**config.mk**
```make
export PLATFORM = sky130hd
export DESIGN_NAME = norm_round_top
export DESIGN_NICKNAME = d
export VERILOG_FILES = /design/src/design/norm_pkg.sv /design/src/design/special_case_check.sv /design/src/design/mant_normalizer.sv /design/src/design/round_unit.sv /design/src/design/norm_round_top.sv
export SDC_FILE = /design/constraint.sdc
export NUM_CORES = 1
export LEC_CHECK = 0
export BUFFER_PORTS_ARGS = -buffer_cell sky130_fd_sc_hd__buf_2
export CAP_MARGIN = 10
export CORE_UTILIZATION = 45
export CTS_BUF_LIST = sky130_fd_sc_hd__clkbuf_8
export DETAILED_ROUTE_END_ITERATION = 8
export GPL_TIMING_DRIVEN = 0
export SLEW_MARGIN = 0
export SYNTH_ARGS = -nofsm -noshare
export SYNTH_HDL_FRONTEND = slang
export SYNTH_SLANG_ARGS = --single-unit
```
**constraint.sdc**
```tcl
create_clock -name clk -period 6.1 [get_ports clk]
set_input_delay 1.22 -clock clk [delete_from_list [all_inputs] [get_ports clk]]
set_output_delay 1.22 -clock clk [all_outputs]
set_load 0.05 [all_outputs]
```
**src/design/norm_pkg.sv**
```systemverilog
// Shared definitions for the divide/sqrt normalize-and-round back end.
// Holds the FP32/FP16 field widths, the datapath vector types, the format
// and rounding-mode encodings, and the flag bit positions.
// Modules import it inside their body and use scoped names on their ports.

package norm_pkg;

  //////////////////////////////////////////////////
  // Format field widths
  //////////////////////////////////////////////////
  localparam int c_mant_fp32 = 23;  // FP32 fraction bits
  localparam int c_exp_fp32  = 8;   // FP32 exponent bits
  localparam int c_mant_fp16 = 10;  // FP16 fraction bits
  localparam int c_exp_fp16  = 5;   // FP16 exponent bits

  //////////////////////////////////////////////////
  // Datapath types
  //////////////////////////////////////////////////
  // Hidden bit, 23 fraction bits, 4 guard bits
  typedef logic [c_mant_fp32+4:0] mant_in_t;
  typedef logic [c_mant_fp32:0] mant_t;            // Normalized, hidden bit on top
  typedef logic [c_mant_fp32+4:0] mant_ext_t;      // Bits below mant_t, for rounding
  // Biased exponent plus overflow bit and sign bit
  typedef logic signed [c_exp_fp32+1:0] exp_in_t;
  typedef logic [c_exp_fp32-1:0] exp_t;            // Biased result exponent
  typedef logic [31:0] result_t;                   // Packed result, FP16 boxed
  typedef logic [4:0] fflags_t;                    // {NV, DZ, OF, UF, NX}

  // Exponent 1, where a clear top bit already means denormal
  localparam exp_in_t c_exp_one = 10'sd1;

  // All-ones exponent per format, Inf/NaN encoding
  localparam exp_t c_exp_max_fp32 = '1;
  localparam exp_t c_exp_max_fp16 = exp_t'((1 << c_exp_fp16) - 1);

  //////////////////////////////////////////////////
  // Encodings
  //////////////////////////////////////////////////
  typedef enum logic {
    fmt_fp32 = 1'b0,
    fmt_fp16 = 1'b1   // Result NaN-boxed into 32 bits
  } fp_fmt_e;

  typedef enum logic [1:0] {
    rm_nearest   = 2'h0,  // Ties to even
    rm_trunc     = 2'h1,  // Toward zero
    rm_plus_inf  = 2'h2,
    rm_minus_inf = 2'h3
  } round_mode_e;

  // Quiet NaN fraction, top fraction bit only
  // FP16 takes the top 10 bits of this, so the same pattern serves both
  localparam logic [c_mant_fp32-1:0] c_mant_nan = {1'b1, {(c_mant_fp32-1){1'b0}}};

  //////////////////////////////////////////////////
  // Flag positions in fflags_t
  //////////////////////////////////////////////////
  localparam int c_flag_nv = 4;  // Invalid
  localparam int c_flag_dz = 3;  // Divide by zero
  localparam int c_flag_of = 2;  // Overflow
  localparam int c_flag_uf = 1;  // Underflow
  localparam int c_flag_nx = 0;  // Inexact

endpackage

```
**src/design/special_case_check.sv**
```systemverilog
// Special-operand classifier for the divide/sqrt back end.
// Looks at the operand flags and the operation and decides whether the
// result is fixed (NaN, Inf or zero) regardless of the mantissa path.
// Purely combinational; mant_normalizer registers its outputs.

`timescale 1ns/100ps

module special_case_check (
  input  logic              div_en,
  input  logic              sqrt_en,
  input  logic              sign_in,
  input  logic              inf_a,
  input  logic              inf_b,
  input  logic              zero_a,
  input  logic              zero_b,
  input  logic              nan_a,
  input  logic              nan_b,
  input  logic              snan,
  output logic              special_hit,       // Some special case applies
  output logic              special_exp_max,   // Exponent all ones, else zero
  output logic              special_mant_nan,  // Quiet NaN fraction, else zero
  output logic              special_sign,
  output norm_pkg::fflags_t special_flags
);
  import norm_pkg::*;

  // Priority chain, first match wins
  always_comb
  begin
    special_hit      = 1'b1;
    special_exp_max  = 1'b0;
    special_mant_nan = 1'b0;
    special_sign     = sign_in;
    special_flags    = '0;
    if (nan_a || nan_b)
    begin
      special_exp_max          = 1'b1;  // Canonical NaN
      special_mant_nan         = 1'b1;
      special_sign             = 1'b0;
      special_flags[c_flag_nv] = snan;  // Only signalling NaN is invalid
    end
    else if (inf_a && div_en && inf_b)
    begin
      special_exp_max          = 1'b1;  // Inf/Inf
      special_mant_nan         = 1'b1;
      special_sign             = 1'b0;
      special_flags[c_flag_nv] = 1'b1;
    end
    else if (inf_a)
      special_exp_max = 1'b1;           // Signed Inf, exact
    else if (div_en && inf_b)
      special_exp_max = 1'b0;           // x/Inf, signed zero
    else if (zero_a && div_en && zero_b)
    begin
      special_exp_max          = 1'b1;  // 0/0
      special_mant_nan         = 1'b1;
      special_sign             = 1'b0;
      special_flags[c_flag_nv] = 1'b1;
    end
    else if (zero_a)
      special_exp_max = 1'b0;           // Signed zero
    else if (div_en && zero_b)
    begin
      special_exp_max          = 1'b1;  // x/0, signed Inf
      special_flags[c_flag_dz] = 1'b1;
    end
    else if (sqrt_en && sign_in)
    begin
      special_exp_max          = 1'b1;  // sqrt of negative
      special_mant_nan         = 1'b1;
      special_sign             = 1'b0;
      special_flags[c_flag_nv] = 1'b1;
    end
    else
      special_hit = 1'b0;               // Ordinary operand, mantissa path
  end

  // Upstream issues one operation at a time
  always_comb
  begin
    a_op_exclusive: assert (!(div_en && sqrt_en))
      else $error("div_en and sqrt_en high together");
  end

endmodule

```
**src/design/mant_normalizer.sv**
```systemverilog
// Stage 1 of the normalize-and-round pipeline.
// Normalizes the incoming quotient/root, moves tiny results into the
// denormal range, detects exponent overflow, or substitutes the special
// result from special_case_check. Everything is registered on in_valid,
// one cycle of latency; round_unit consumes the *_s1 outputs.

`timescale 1ns/100ps

module mant_normalizer (
  input  logic                  clk,
  input  logic                  rst,
  input  logic                  in_valid,
  input  norm_pkg::mant_in_t    mant_in,
  input  norm_pkg::exp_in_t     exp_in,
  input  logic                  sign_in,
  input  norm_pkg::fp_fmt_e     fmt,
  input  norm_pkg::round_mode_e rm,
  input  logic                  special_hit,
  input  logic                  special_exp_max,
  input  logic                  special_mant_nan,
  input  logic                  special_sign,
  input  norm_pkg::fflags_t     special_flags,
  output logic                  valid_s1,
  output norm_pkg::mant_t       mant_norm,
  output norm_pkg::mant_ext_t   mant_ext,
  output norm_pkg::exp_t        exp_norm,
  output logic                  sign_s1,
  output norm_pkg::fflags_t     flags_s1,
  output norm_pkg::fp_fmt_e     fmt_s1,
  output norm_pkg::round_mode_e rm_s1,
  output logic                  force_exact   // Result must not be rounded
);
  import norm_pkg::*;

  localparam int c_top = $bits(mant_in_t) - 1;  // Hidden bit position
  // Largest right shift that still leaves a round bit
  localparam logic signed [10:0] c_rs_lim_fp32 = 11'(c_mant_fp32 + 1);
  localparam logic signed [10:0] c_rs_lim_fp16 = 11'(c_mant_fp16 + 1);

  logic signed [10:0] rs_amt;  // 1 - exp, positive when exp <= 0
  logic [$bits(mant_t)+$bits(mant_ext_t)-1:0] rs_vec;
  logic      rs_too_far;
  exp_t      exp_max;          // All-ones exponent of fmt
  exp_in_t   exp_max_in;
  exp_in_t   exp_dec;          // Exponent after left shift

  mant_t     mant_d;
  mant_ext_t ext_d;
  exp_t      exp_d;
  logic      sign_d;
  fflags_t   flags_d;
  logic      exact_d;

  //////////////////////////////////////////////////
  // Shift amounts and limits
  //////////////////////////////////////////////////
  assign rs_amt  = 11'sd1 - $signed({exp_in[9], exp_in});
  assign rs_vec  = {mant_in, {$bits(mant_t){1'b0}}} >> rs_amt[5:0];  // Low bits stay sticky
  assign exp_dec = exp_in - 10'sd1;

  always_comb
  begin
    if (fmt == fmt_fp32)
    begin
      exp_max    = c_exp_max_fp32;
      rs_too_far = rs_amt > c_rs_lim_fp32;
    end
    else
    begin
      exp_max    = c_exp_max_fp16;
      rs_too_far = rs_amt > c_rs_lim_fp16;
    end
  end

  assign exp_max_in = {2'b00, exp_max};

  //////////////////////////////////////////////////
  // Case selection
  //////////////////////////////////////////////////
  always_comb
  begin
    mant_d  = '0;
    ext_d   = '0;
    exp_d   = '0;
    sign_d  = sign_in;
    flags_d = '0;
    exact_d = 1'b0;
    if (special_hit)
    begin
      mant_d  = special_mant_nan ? {1'b0, c_mant_nan} : '0;
      exp_d   = special_exp_max ? exp_max : '0;
      sign_d  = special_sign;
      flags_d = special_flags;
      exact_d = 1'b1;
    end
    else if (exp_in == '0 && mant_in == '0)
      exact_d = 1'b1;                        // True zero
    else if (rs_amt > 11'sd0)                // Exp zero or negative
    begin
      flags_d[c_flag_uf] = 1'b1;
      if (rs_too_far)
      begin
        flags_d[c_flag_nx] = 1'b1;           // Flushed to signed zero
        exact_d            = 1'b1;
      end
      else
        {mant_d, ext_d} = rs_vec;            // Denormal, exp field 0
    end
    else if (exp_in == c_exp_one && !mant_in[c_top])
    begin
      mant_d             = mant_in[c_top:4]; // Already denormal
      ext_d              = {mant_in[3:0], {$bits(mant_t){1'b0}}};
      flags_d[c_flag_uf] = 1'b1;
    end
    else if (exp_in >= exp_max_in)
    begin
      exp_d              = exp_max;          // Inf
      flags_d[c_flag_of] = 1'b1;
      flags_d[c_flag_nx] = 1'b1;
      exact_d            = 1'b1;
    end
    else if (mant_in[c_top])
    begin
      mant_d = mant_in[c_top:4];             // 1.xxx
      ext_d  = {mant_in[3:0], {$bits(mant_t){1'b0}}};
      exp_d  = exp_in[7:0];
    end
    else
    begin
      mant_d = mant_in[c_top-1:3];           // 0.1xx, shift left once
      ext_d  = {mant_in[2:0], {($bits(mant_t)+1){1'b0}}};
      exp_d  = exp_dec[7:0];
    end
  end

  //////////////////////////////////////////////////
  // Stage 1 registers
  //////////////////////////////////////////////////
  always_ff @(posedge clk)
  begin
    if (rst)
      valid_s1 <= 1'b0;
    else
      valid_s1 <= in_valid;
  end

  always_ff @(posedge clk)
  begin
    if (in_valid)
    begin
      mant_norm   <= mant_d;
      mant_ext    <= ext_d;
      exp_norm    <= exp_d;
      sign_s1     <= sign_d;
      flags_s1    <= flags_d;
      fmt_s1      <= fmt;
      rm_s1       <= rm;
      force_exact <= exact_d;
    end
  end

  a_valid_after_rst: assert property (@(posedge clk) rst |=> !valid_s1)
    else $error("valid_s1 high in the cycle after reset");

endmodule

```
**src/design/round_unit.sv**
```systemverilog
// Stage 2 of the normalize-and-round pipeline.
// Picks round, guard and sticky bits for the result format, rounds in the
// selected mode, renormalizes on carry, packs and NaN-boxes the result and
// completes the exception flags. Registered on valid_s1, one cycle latency.

`timescale 1ns/100ps

module round_unit (
  input  logic                  clk,
  input  logic                  rst,
  input  logic                  valid_s1,
  input  norm_pkg::mant_t       mant_norm,
  input  norm_pkg::mant_ext_t   mant_ext,
  input  norm_pkg::exp_t        exp_norm,
  input  logic                  sign_s1,
  input  norm_pkg::fflags_t     flags_s1,
  input  norm_pkg::fp_fmt_e     fmt_s1,
  input  norm_pkg::round_mode_e rm_s1,
  input  logic                  force_exact,
  output logic                  out_valid,
  output norm_pkg::result_t     result,
  output norm_pkg::fflags_t     fflags
);
  import norm_pkg::*;

  localparam int c_lo16 = c_mant_fp32 - c_mant_fp16;  // Lowest kept bit for FP16

  mant_t   kept;        // Kept mantissa, FP16 zero-padded below
  mant_t   inc;         // One ulp of the format
  logic    rnd_bit;
  logic    grd_bit;
  logic    stk_bit;
  logic    lsb_bit;
  logic    dropped;     // Any discarded bit set
  logic    round_up;
  logic [$bits(mant_t):0] sum;
  logic    carry;
  logic [c_mant_fp32-1:0] frac;
  exp_t    exp_rnd;
  exp_t    exp_max;
  logic    ovf;         // Rounded into the Inf exponent
  logic [c_mant_fp32-1:0] frac_fin;
  result_t result_d;
  fflags_t flags_d;

  //////////////////////////////////////////////////
  // Round bit selection per format
  //////////////////////////////////////////////////
  always_comb
  begin
    if (fmt_s1 == fmt_fp32)
    begin
      kept    = mant_norm;
      inc     = mant_t'(1);
      rnd_bit = mant_ext[$bits(mant_ext_t)-1];
      grd_bit = mant_ext[$bits(mant_ext_t)-2];
      stk_bit = |mant_ext[$bits(mant_ext_t)-3:0];
      lsb_bit = mant_norm[0];
      exp_max = c_exp_max_fp32;
    end
    else
    begin
      kept    = {mant_norm[c_mant_fp32:c_lo16], {c_lo16{1'b0}}};  // Top 11 bits
      inc     = mant_t'(1) << c_lo16;
      rnd_bit = mant_norm[c_lo16-1];
      grd_bit = mant_norm[c_lo16-2];
      stk_bit = (|mant_norm[c_lo16-3:0]) | (|mant_ext);
      lsb_bit = mant_norm[c_lo16];
      exp_max = c_exp_max_fp16;
    end
  end

  assign dropped = rnd_bit | grd_bit | stk_bit;

  always_comb
  begin
    case (rm_s1)
      rm_nearest:   round_up = rnd_bit & (grd_bit | stk_bit | lsb_bit);  // Ties to even
      rm_trunc:     round_up = 1'b0;
      rm_plus_inf:  round_up = dropped & ~sign_s1;
      rm_minus_inf: round_up = dropped & sign_s1;
      default:      round_up = 1'b0;
    endcase
    round_up = round_up & ~force_exact;  // Specials, Inf, flushed zero
  end

  //////////////////////////////////////////////////
  // Add, renormalize, pack
  //////////////////////////////////////////////////
  assign sum   = {1'b0, kept} + (round_up ? {1'b0, inc} : '0);
  assign carry = sum[$bits(mant_t)];
  assign frac  = carry ? sum[c_mant_fp32:1] : sum[c_mant_fp32-1:0];

  always_comb
  begin
    if (carry)
      exp_rnd = exp_norm + 8'd1;
    else if (exp_norm == '0 && sum[c_mant_fp32])
      exp_rnd = 8'd1;                    // Denormal rounded up to normal
    else
      exp_rnd = exp_norm;
  end

  assign ovf      = ~force_exact & (exp_rnd == exp_max);
  assign frac_fin = ovf ? '0 : frac;     // Inf

  assign result_d = (fmt_s1 == fmt_fp32) ?
                    {sign_s1, exp_rnd, frac_fin} :
                    {16'hffff, sign_s1, exp_rnd[c_exp_fp16-1:0], frac_fin[c_mant_fp32-1:c_lo16]};

  always_comb
  begin
    flags_d = flags_s1;
    if (!force_exact && dropped)
      flags_d[c_flag_nx] = 1'b1;
    if (ovf)
    begin
      flags_d[c_flag_of] = 1'b1;
      flags_d[c_flag_nx] = 1'b1;
    end
  end

  //////////////////////////////////////////////////
  // Output registers
  //////////////////////////////////////////////////
  always_ff @(posedge clk)
  begin
    if (rst)
      out_valid <= 1'b0;
    else
      out_valid <= valid_s1;
  end

  always_ff @(posedge clk)
  begin
    if (valid_s1)
    begin
      result <= result_d;  // Holds between strobes
      fflags <= flags_d;
    end
  end

  a_out_follows: assert property (@(posedge clk) disable iff (rst)
    1'b1 |=> (out_valid == $past(valid_s1)))
    else $error("out_valid does not follow valid_s1 by one cycle");

endmodule

```
**src/design/norm_round_top.sv**
```systemverilog
// Top level of the divide/sqrt normalize-and-round back end.
// in_valid in cycle N gives out_valid, result and fflags in cycle N+2.
// No back-pressure; a new item may enter every cycle.

`timescale 1ns/100ps

module norm_round_top (
  input  logic                  clk,
  input  logic                  rst,
  input  logic                  in_valid,   // One-cycle strobe
  input  norm_pkg::mant_in_t    mant_in,
  input  norm_pkg::exp_in_t     exp_in,
  input  logic                  sign_in,
  input  logic                  div_en,
  input  logic                  sqrt_en,
  input  logic                  inf_a,
  input  logic                  inf_b,
  input  logic                  zero_a,
  input  logic                  zero_b,
  input  logic                  nan_a,
  input  logic                  nan_b,
  input  logic                  snan,
  input  norm_pkg::fp_fmt_e     fmt,
  input  norm_pkg::round_mode_e rm,
  output logic                  out_valid,
  output norm_pkg::result_t     result,
  output norm_pkg::fflags_t     fflags
);
  import norm_pkg::*;

  // Special-case path
  logic    special_hit;
  logic    special_exp_max;
  logic    special_mant_nan;
  logic    special_sign;
  fflags_t special_flags;

  // Stage 1 to stage 2
  logic        valid_s1;
  mant_t       mant_norm;
  mant_ext_t   mant_ext;
  exp_t        exp_norm;
  logic        sign_s1;
  fflags_t     flags_s1;
  fp_fmt_e     fmt_s1;
  round_mode_e rm_s1;
  logic        force_exact;

  special_case_check u_special_case_check (
    .div_en, .sqrt_en, .sign_in, .inf_a, .inf_b, .zero_a, .zero_b,
    .nan_a, .nan_b, .snan,
    .special_hit, .special_exp_max, .special_mant_nan, .special_sign, .special_flags
  );

  mant_normalizer u_mant_normalizer (
    .clk, .rst, .in_valid, .mant_in, .exp_in, .sign_in, .fmt, .rm,
    .special_hit, .special_exp_max, .special_mant_nan, .special_sign, .special_flags,
    .valid_s1, .mant_norm, .mant_ext, .exp_norm, .sign_s1, .flags_s1,
    .fmt_s1, .rm_s1, .force_exact
  );

  round_unit u_round_unit (
    .clk, .rst, .valid_s1, .mant_norm, .mant_ext, .exp_norm, .sign_s1,
    .flags_s1, .fmt_s1, .rm_s1, .force_exact,
    .out_valid, .result, .fflags
  );

endmodule

```
==> flow_summary.ini, run 1 <==
[timing]
clock_skew_ps = 14.7
rsz0062_at_grt = false
hold_viol_final = 0
worst_pin_slew_ps = 953
setup_viol = 0
tns_ps = 0
maxSlewHeadroom_pct = 35.6
period_minus_slack_ps = 5130
timing.final.crit_share_pct = 84.1
fmax_mhz = 195
maxSlewViolCount = 0

[global_routing]
global_route.usage.met1_pct = 36.7
gr-usage-met2_pct = 45.1
grt.total_usage_pct = 27.3
grt_pass1_wl_mm = 38.5
grt.met3_usage_pct = 2.21
top_usage_layer = met2
grt-ovfl-total = 0
grt_max_degree = 72
grt_pass1_vias = 6748
antenna_found_initial = 0

[logic_synthesis]
seq_area_frac_synth_pct = 39.6
syn_area_per_cell_um2 = 9.53
synth-seq-cells = 109
yosys_most_used_dff = edfxtp_1
synthesis.area_um2 = 8220
syn_nets = 933
synth_warnings = 0
yosysMostFrequentCell = nor2_1
synthCells = 863
synthTopCellsByArea = edfxtp_1, mux4_2, nor2_1, nand2_1, mux2i_1
synth_top_area_share_pct = 39.1
synth_edf_count = 107
synth-async-reset-ratio_pct = 0
synth_top_area_cell = edfxtp_1
yosysUniqueCellTypes = 76
synth.top_cells.by_count = nor2_1, edfxtp_1, nand2_1

[setup_path]
end_kind = flip-flop
cp_max_fo = 10
worstPathArrival_ps = 5230
start_kind = flip-flop
crit_type = flip-flop to flip-flop
required_ps = 6200

[outcome]
outcome = finished, final reports clean

[placed_design]
hpwl_mm = 20.1
gp_congestion = 0.972
port_buffers = 89

[clocking]
cts_tree = done
cts_root_buf = clkbuf_8
clock_path_buffers = 2
post_cts_buffers = 0
cts_max_level = 3
cts_sinks = 109
clkLatencyLatePin_ps = 390
cts_buffers = 9
clkTransAtPathRegs_ps = 120
ctsHoldBuffers = 0
cts_resized = 0

[floorplanning]
row_count = 49
dieArea_um2 = 18800
start_util_pct = 45.8
fp.coreArea_um2 = 18000
die_w_um = 137
die_h_um = 137
io_pins = 92

[cells_and_area]
fin_nets = 1034
n_antenna_cell = 0
fillers = 1726
seq_area_um2 = 3250
syn2layout_area_growth_pct = 11.8
drive_gt1_share_pct = 18.9
multi_input_area_um2 = 4680

[detailed_routing]
wl_mm = 25.0
viasPerCell = 6.10
dr.pass1.iters = 5
wire_per_inst_um = 20.9
drtIter0Drc = 620
vias = 7302
drc_errors = 0
drtAntennaViolNets = 0

[power]
power_mw = 1.96
vdd_ir_drop_max_uv = 141
power.density_nw_per_um2 = 214
p_leak_nw = 3.25

[flow_run]
drv_cap = 0

[worst_hold_path]
hold_path.class = flip-flop to flip-flop
## flip-flops by register name, indices dropped and copies added, names as in the netlist
name / cells
u_mant_normalizer.mant_norm: 24
u_round_unit.out_valid: 1
u_mant_normalizer.mant_ext: 28
u_round_unit.fflags: 5
u_mant_normalizer.flags_s1: 5
u_round_unit.result: 32
u_mant_normalizer.fmt_s1: 1
u_mant_normalizer.force_exact: 1
u_mant_normalizer.valid_s1: 1
u_mant_normalizer.sign_s1: 1
u_mant_normalizer.rm_s1: 2
u_mant_normalizer.exp_norm: 8
## routing by layer
layer | routed length [um] | up-vias
met3 | 1090 | 54
met1 | 11200 | 3465
met5 | 0 | -
li1 | - | 3524
met2 | 11700 | 259
met4 | 950 | 0
## final timing paths
check / start / to / slack, ps / cells after the start
setup / recovery: u_mant_normalizer.fmt_s1 / u_round_unit.result[21] / 970 / 16
hold / removal: u_mant_normalizer.flags_s1[3] / u_round_unit.fflags[3] / 430 / 0
setup reg to reg: u_mant_normalizer.fmt_s1 / u_round_unit.result[21] / 970 / 16
hold reg to reg: u_mant_normalizer.flags_s1[3] / u_round_unit.fflags[3] / 430 / 0
## cell usage in the layout, fill, tap and decap left out, drive strengths merged, types with 24 or more instances in the layout
cell,n
nor2,108
a22oi,35
nand2,80
nor3,24
nand3,25
mux2i,27
o21ai,45
a21oi,52
edfxtp,107
buf,108
clkbuf,45
## kinds of logic (layout without fill, tap and decap cells)
group,after synthesis,count (layout),synth area share [%]
xor+xnor,38,38,4.14
fa+ha+maj,16,16,2.43
compound gates,237,237,19.4
mux,69,69,11.9
simple gates,322,322,19.0
buf+inv,72,178,3.59
flops,109,109,39.6
## per-stage QoR
step                std cells  util [%]  setup slack, ps  instance area (um2)  hold WS [ps]
global placement         1181      49.9              820                 8960           402
detailed placement       1181      49.9              894                 8960           405
CTS                      1197      51.1              897                 9180           434
finish                   1198      51.2              968                 9200           433
floorplan                 863         -             1910                 8220           400
global route             1198      51.2              448                 9200           454
## report_power, final
group          total (mW)  switching, mW  internal, mW
sequential          0.906         0.0311         0.875
clock               0.480          0.276         0.204
combinational       0.577          0.389         0.188
## cell type report
cell class / count / area share [%]
repair buffers: 90 / 5.01
plain buffers: 55 / 2.52
clock buffers: 9 / 1.35
clock inverters: 7 / 1.09
inverters: 17 / 0.694
flip-flops and latches: 109 / 35.4
well taps: 229 / 3.12
multi-input cells: 682 / 50.8
## critical path: stages, from the launching register on
cell and delay (ps):
edfxtp_1 340, buf_2 250, inv_1 220, a41oi_1 210, nor3_1 110, a2111oi_0 410
a21oi_1 60, or2_2 320, nor2_1 150, ha_1 230, ha_1 250, nand3_4 150
or4_1 640, a211oi_2 420, a221oi_2 170, nor3_1 690, a21boi_0 210
Note: power is estimated with default switching activity, not from simulation.
==> run 2, diff against run 1 <==
PLACE_DENSITY = 0.66   (was unset)
clock period = 4.3 ns   (was 6.1 ns; I/O delays follow)
==> run 2 against run 1 <==
The run now ends with setup timing left. Combinational power grew 49%. Sequential share of layout area down 1.7 points. Largest cell class unchanged. Critical path type unchanged. Hold slack worse by 3.2 ps.
==> flow_summary.ini, run 2 (same netlist as run 1, synthesis figures left out) <==
[floorplanning]
die_h_um = 137
io_pins = 92
die_w_um = 137
dieArea_um2 = 18800
row_count = 49
start_util_pct = 45.8
fp.coreArea_um2 = 18000

[power]
p_leak_nw = 3.44
power.density_nw_per_um2 = 285
power_mw = 2.76
vdd_ir_drop_max_uv = 145

[global_routing]
antenna_found_initial = 0
grt.total_usage_pct = 26.9
grt_pass1_vias = 6831
grt_max_degree = 47
grt_pass1_wl_mm = 38.0
grt-ovfl-total = 0

[detailed_routing]
drtAntennaViolNets = 0
vias = 7548
wl_mm = 25.0
dr.pass1.iters = 6
wire_per_inst_um = 20.5
viasPerCell = 6.18
drtIter0Drc = 685
drc_errors = 0

[clocking]
cts_root_buf = clkbuf_8
ctsHoldBuffers = 0
clkTransAtPathRegs_ps = 110
cts_sinks = 109
cts_max_level = 3
clock_path_buffers = 2
clkLatencyLatePin_ps = 380
cts_tree = done
cts_buffers = 9

[timing]
setup_viol = 17
holdWs_ps = 429
maxSlewViolCount = 0
worst_pin_slew_ps = 971
fmax_mhz = 230
period_minus_slack_ps = 4350
clock_skew_ps = 12.2
setup_ws_ps = -51.7
rsz0062_at_grt = true
hold_viol_final = 0
maxSlewHeadroom_pct = 34.8
tns_ps = -392
timing.final.crit_share_pct = 101

[setup_path]
crit_type = flip-flop to flip-flop
start_kind = flip-flop
end_kind = flip-flop
cp_max_fo = 5
worstPathArrival_ps = 4450
required_ps = 4400

[cells_and_area]
final_cell_mix = edfxtp_1, nor2_1, buf_2
top_register = u_round_unit.result
final_common_cell = edfxtp_1
finish.instance_area_um2 = 9660
finish.utilization_pct = 53.8
drive_gt1_share_pct = 24.2
largest_register_ff_count = 32
finalNonFillerCells = 1221
n_antenna_cell = 0
fin_nets = 1057
top_regs = u_round_unit.result x32, u_mant_normalizer.mant_ext x28, u_mant_normalizer.mant_norm x24
syn2layout_area_growth_pct = 17.4

[outcome]
violations = setup timing
outcome = finished, violations left

[placed_design]
pre_cts_ws_ps = -752
dp.cells = 1182
hpwl_mm = 19.6
postPlaceCellArea_um2 = 8980
port_buffers = 89
gp_congestion = 1.01

[flow_run]
drv_cap = 0

[worst_hold_path]
hold_path.class = flip-flop to flip-flop
## run 2: final timing paths
| path | cells after the start | end | start | slack, ps |
|---|---|---|---|---|
| max reg2reg | 18 | u_round_unit.result[20] | u_mant_normalizer.fmt_s1 | -50 |
| min reg2reg | 0 | u_round_unit.fflags[1] | u_mant_normalizer.flags_s1[1] | 430 |
| min | 0 | u_round_unit.fflags[1] | u_mant_normalizer.flags_s1[1] | 430 |
| max | 18 | u_round_unit.result[20] | u_mant_normalizer.fmt_s1 | -50 |
## run 2: area by class of cell
class / count / area, um2
multi-input cells: 682 / 4930
fillers: 1656 / 8310
clock buffers: 9 / 124
plain buffers: 54 / 263
repair buffers: 114 / 654
well taps: 229 / 287
inverters: 17 / 67.6
flip-flops and latches: 109 / 3250
clock inverters: 7 / 75.1
## run 2: report_power, final
part | switching [mW] | internal (mW)
clock | 0.377 | 0.230
sequential | 0.0460 | 1.24
combinational | 0.572 | 0.289
total | 0.995 | 1.76
## run 2: critical path, cell delays in order (launching register included)
cell and delay, ps:
edfxtp_1 390, buf_6 150, clkinvlp_4 110, a41oi_2 210, nor3_4 70, a2111oi_2 290, a21oi_1 70, or2_4 260
nor2_4 140, ha_4 160, ha_4 140, nand3_4 100, nor4_4 380, o211ai_2 160, or4_4 570, a211o_4 400
o22ai_4 240, buf_6 170, a22oi_1 80
## run 2: repair_timing
item	CTS	global route
pin swaps	12	19
cloned	2	0
buffers inserted	8	14
resized for setup	33	32
setup endpoints to repair	39	50
## run 2: layer usage
layer | part of all wire [%] | track usage (%) | vias up
met5 | 0 | 0 | -
met4 | 4.9 | 13.4 | 0
met3 | 5.2 | 2.76 | 72
met2 | 46 | 44.2 | 323
met1 | 44 | 35.3 | 3577
li1 | - | - | 3576
==> run 3, diff against run 2 <==
PLACE_DENSITY = 0.67   (was 0.66)
==> run 3 against run 2 <==
The run still ends with setup timing left. Core utilization down 0.51 points. Routed wire length up 3.2%. Setup slack worse by 29 ps. Global-route usage up 0.92 points. Largest cell class unchanged. Combinational power up 1%. Sequential share of layout area up 0.32 points. Critical path type unchanged. Total power up 1.1%.
==> flow_summary.ini, run 3 (same netlist as run 1, synthesis figures left out) <==
[setup_path]
cp_max_fo = 8
worstPathArrival_ps = 4500
start_kind = flip-flop
cpMaxStageDelayCell = or4_4
r2r_start = u_mant_normalizer.fmt_s1
cpPeakStageDelay_ps = 460
crit_start = u_mant_normalizer.fmt_s1
end_kind = flip-flop
crit_chain = buf_6 -> mux2i_2 -> nand4_1 -> nor3_4 -> a2111oi_2 -> a21oi_1 -> or2_4 -> buf_4 -> nor2_4 -> ha_4 -> ha_4 -> nand3_4 -> nor4_4 -> o211ai_2 -> or4_4 -> a211o_4 -> o22ai_4 -> buf_6 -> a22oi_1
required_ps = 4420
crit_type = flip-flop to flip-flop

[worst_hold_path]
hold_path.class = flip-flop to flip-flop
holdCritStartpoint = u_mant_normalizer.flags_s1[4]

[cells_and_area]
finish.utilization_pct = 53.2
finish.instance_area_um2 = 9570
drive_gt1_share_pct = 24.0
syn2layout_area_growth_pct = 16.3
final_cell_mix = edfxtp_1, nor2_1, buf_2
fin_nets = 1055
largest_register_ff_count = 32
finalNonFillerCells = 1219
top_register = u_round_unit.result
top_regs = u_round_unit.result x32, u_mant_normalizer.mant_ext x28, u_mant_normalizer.mant_norm x24
n_antenna_cell = 0
final_common_cell = edfxtp_1

[detailed_routing]
drtIter0Drc = 766
drc_errors = 0
vias = 7665
viasPerCell = 6.29
drtAntennaViolNets = 0
wire_per_inst_um = 21.1
dr.pass1.iters = 7
wl_mm = 25.8

[floorplanning]
io_pins = 92
die_h_um = 137
start_util_pct = 45.8
fp.coreArea_um2 = 18000
row_count = 49
die_w_um = 137
dieArea_um2 = 18800

[placed_design]
hpwl_mm = 20.0
pre_cts_ws_ps = -796
gp_congestion = 0.992
dp.cells = 1182
postPlaceCellArea_um2 = 8980
port_buffers = 89

[timing]
tns_ps = -797
setup_ws_ps = -80.9
timing.final.crit_share_pct = 102
setup_viol = 19
worst_pin_slew_ps = 1100
fmax_mhz = 228
holdWs_ps = 436
hold_viol_final = 0
period_minus_slack_ps = 4380
rsz0062_at_grt = true
maxSlewViolCount = 0
maxSlewHeadroom_pct = 24.6
clock_skew_ps = 21.4

[global_routing]
grt_pass1_vias = 6840
antenna_found_initial = 0
grt-ovfl-total = 0
grt_max_degree = 46
grt.total_usage_pct = 27.8
grt_pass1_wl_mm = 39.4

[outcome]
outcome = finished, violations left
violations = setup timing

[power]
power_mw = 2.79
power.density_nw_per_um2 = 291
vdd_ir_drop_max_uv = 162
p_leak_nw = 3.37

[clocking]
clkTransAtPathRegs_ps = 110
clock_path_buffers = 2
ctsHoldBuffers = 0
cts_sinks = 109
cts_buffers = 9
clkLatencyLatePin_ps = 390
cts_tree = done
cts_root_buf = clkbuf_8
cts_max_level = 3

[flow_run]
drv_cap = 0
-- run 3: report_power, final --
group / leakage [nW] / internal [mW] / switching, mW
Clock: 0.102 / 0.231 / 0.395
Combinational: 2.23 / 0.292 / 0.580
Sequential: 1.04 / 1.24 / 0.0476
-- run 3: path summary, 6_finish.rpt --
| kind | slack (ps) | end | cells past startpoint |
|---|---|---|---|
| worst min register to register | 440 | u_round_unit.fflags[4] | 0 |
| worst min-delay path | 440 | u_round_unit.fflags[4] | 0 |
| worst max-delay path | -80 | u_round_unit.result[20] | 19 |
| worst max register to register | -80 | u_round_unit.result[20] | 19 |
-- run 3: critical path, delay by kind of cell (launching register included) --
kind | cells | cell delay (ps)
AO/OA/AOI/OAI | 6 | 1220
multiplexers | 1 | 160
AND/OR/NAND/NOR | 7 | 1500
buffers and inverters | 3 | 480
adder cells (fa/ha/maj) | 2 | 320
flip-flops | 1 | 400
-- run 3: repair_timing --
| action | in CTS | in global routing |
|---|---|---|
| gates cloned | 1 | 1 |
| resized for setup | 31 | 26 |
| setup buffers | 6 | 13 |
| pin swaps | 12 | 9 |
| endpoints found under the setup margin | 39 | 46 |
-- run 3: layout make-up --
| type | count | area (um2) |
|---|---|---|
| Tap cell | 229 | 287 |
| Sequential cell | 109 | 3250 |
| Clock buffer | 9 | 124 |
| Buffer | 55 | 256 |
| Timing Repair Buffer | 111 | 631 |
| Fill cell | 1664 | 8400 |
| Multi-Input combinational cell | 682 | 4870 |
| Clock inverter | 7 | 78.8 |
| Inverter | 17 | 63.8 |
-- run 3: per-layer routing --
| metal | part of all wire [%] | up-vias | global-route usage (%) |
|---|---|---|---|
| li1 | - | 3569 | - |
| met1 | 44 | 3674 | 38.6 |
| met2 | 46 | 358 | 44.6 |
| met3 | 5.7 | 64 | 3.24 |
| met4 | 3.4 | 0 | 10.1 |
| met5 | 0 | - | 0 |
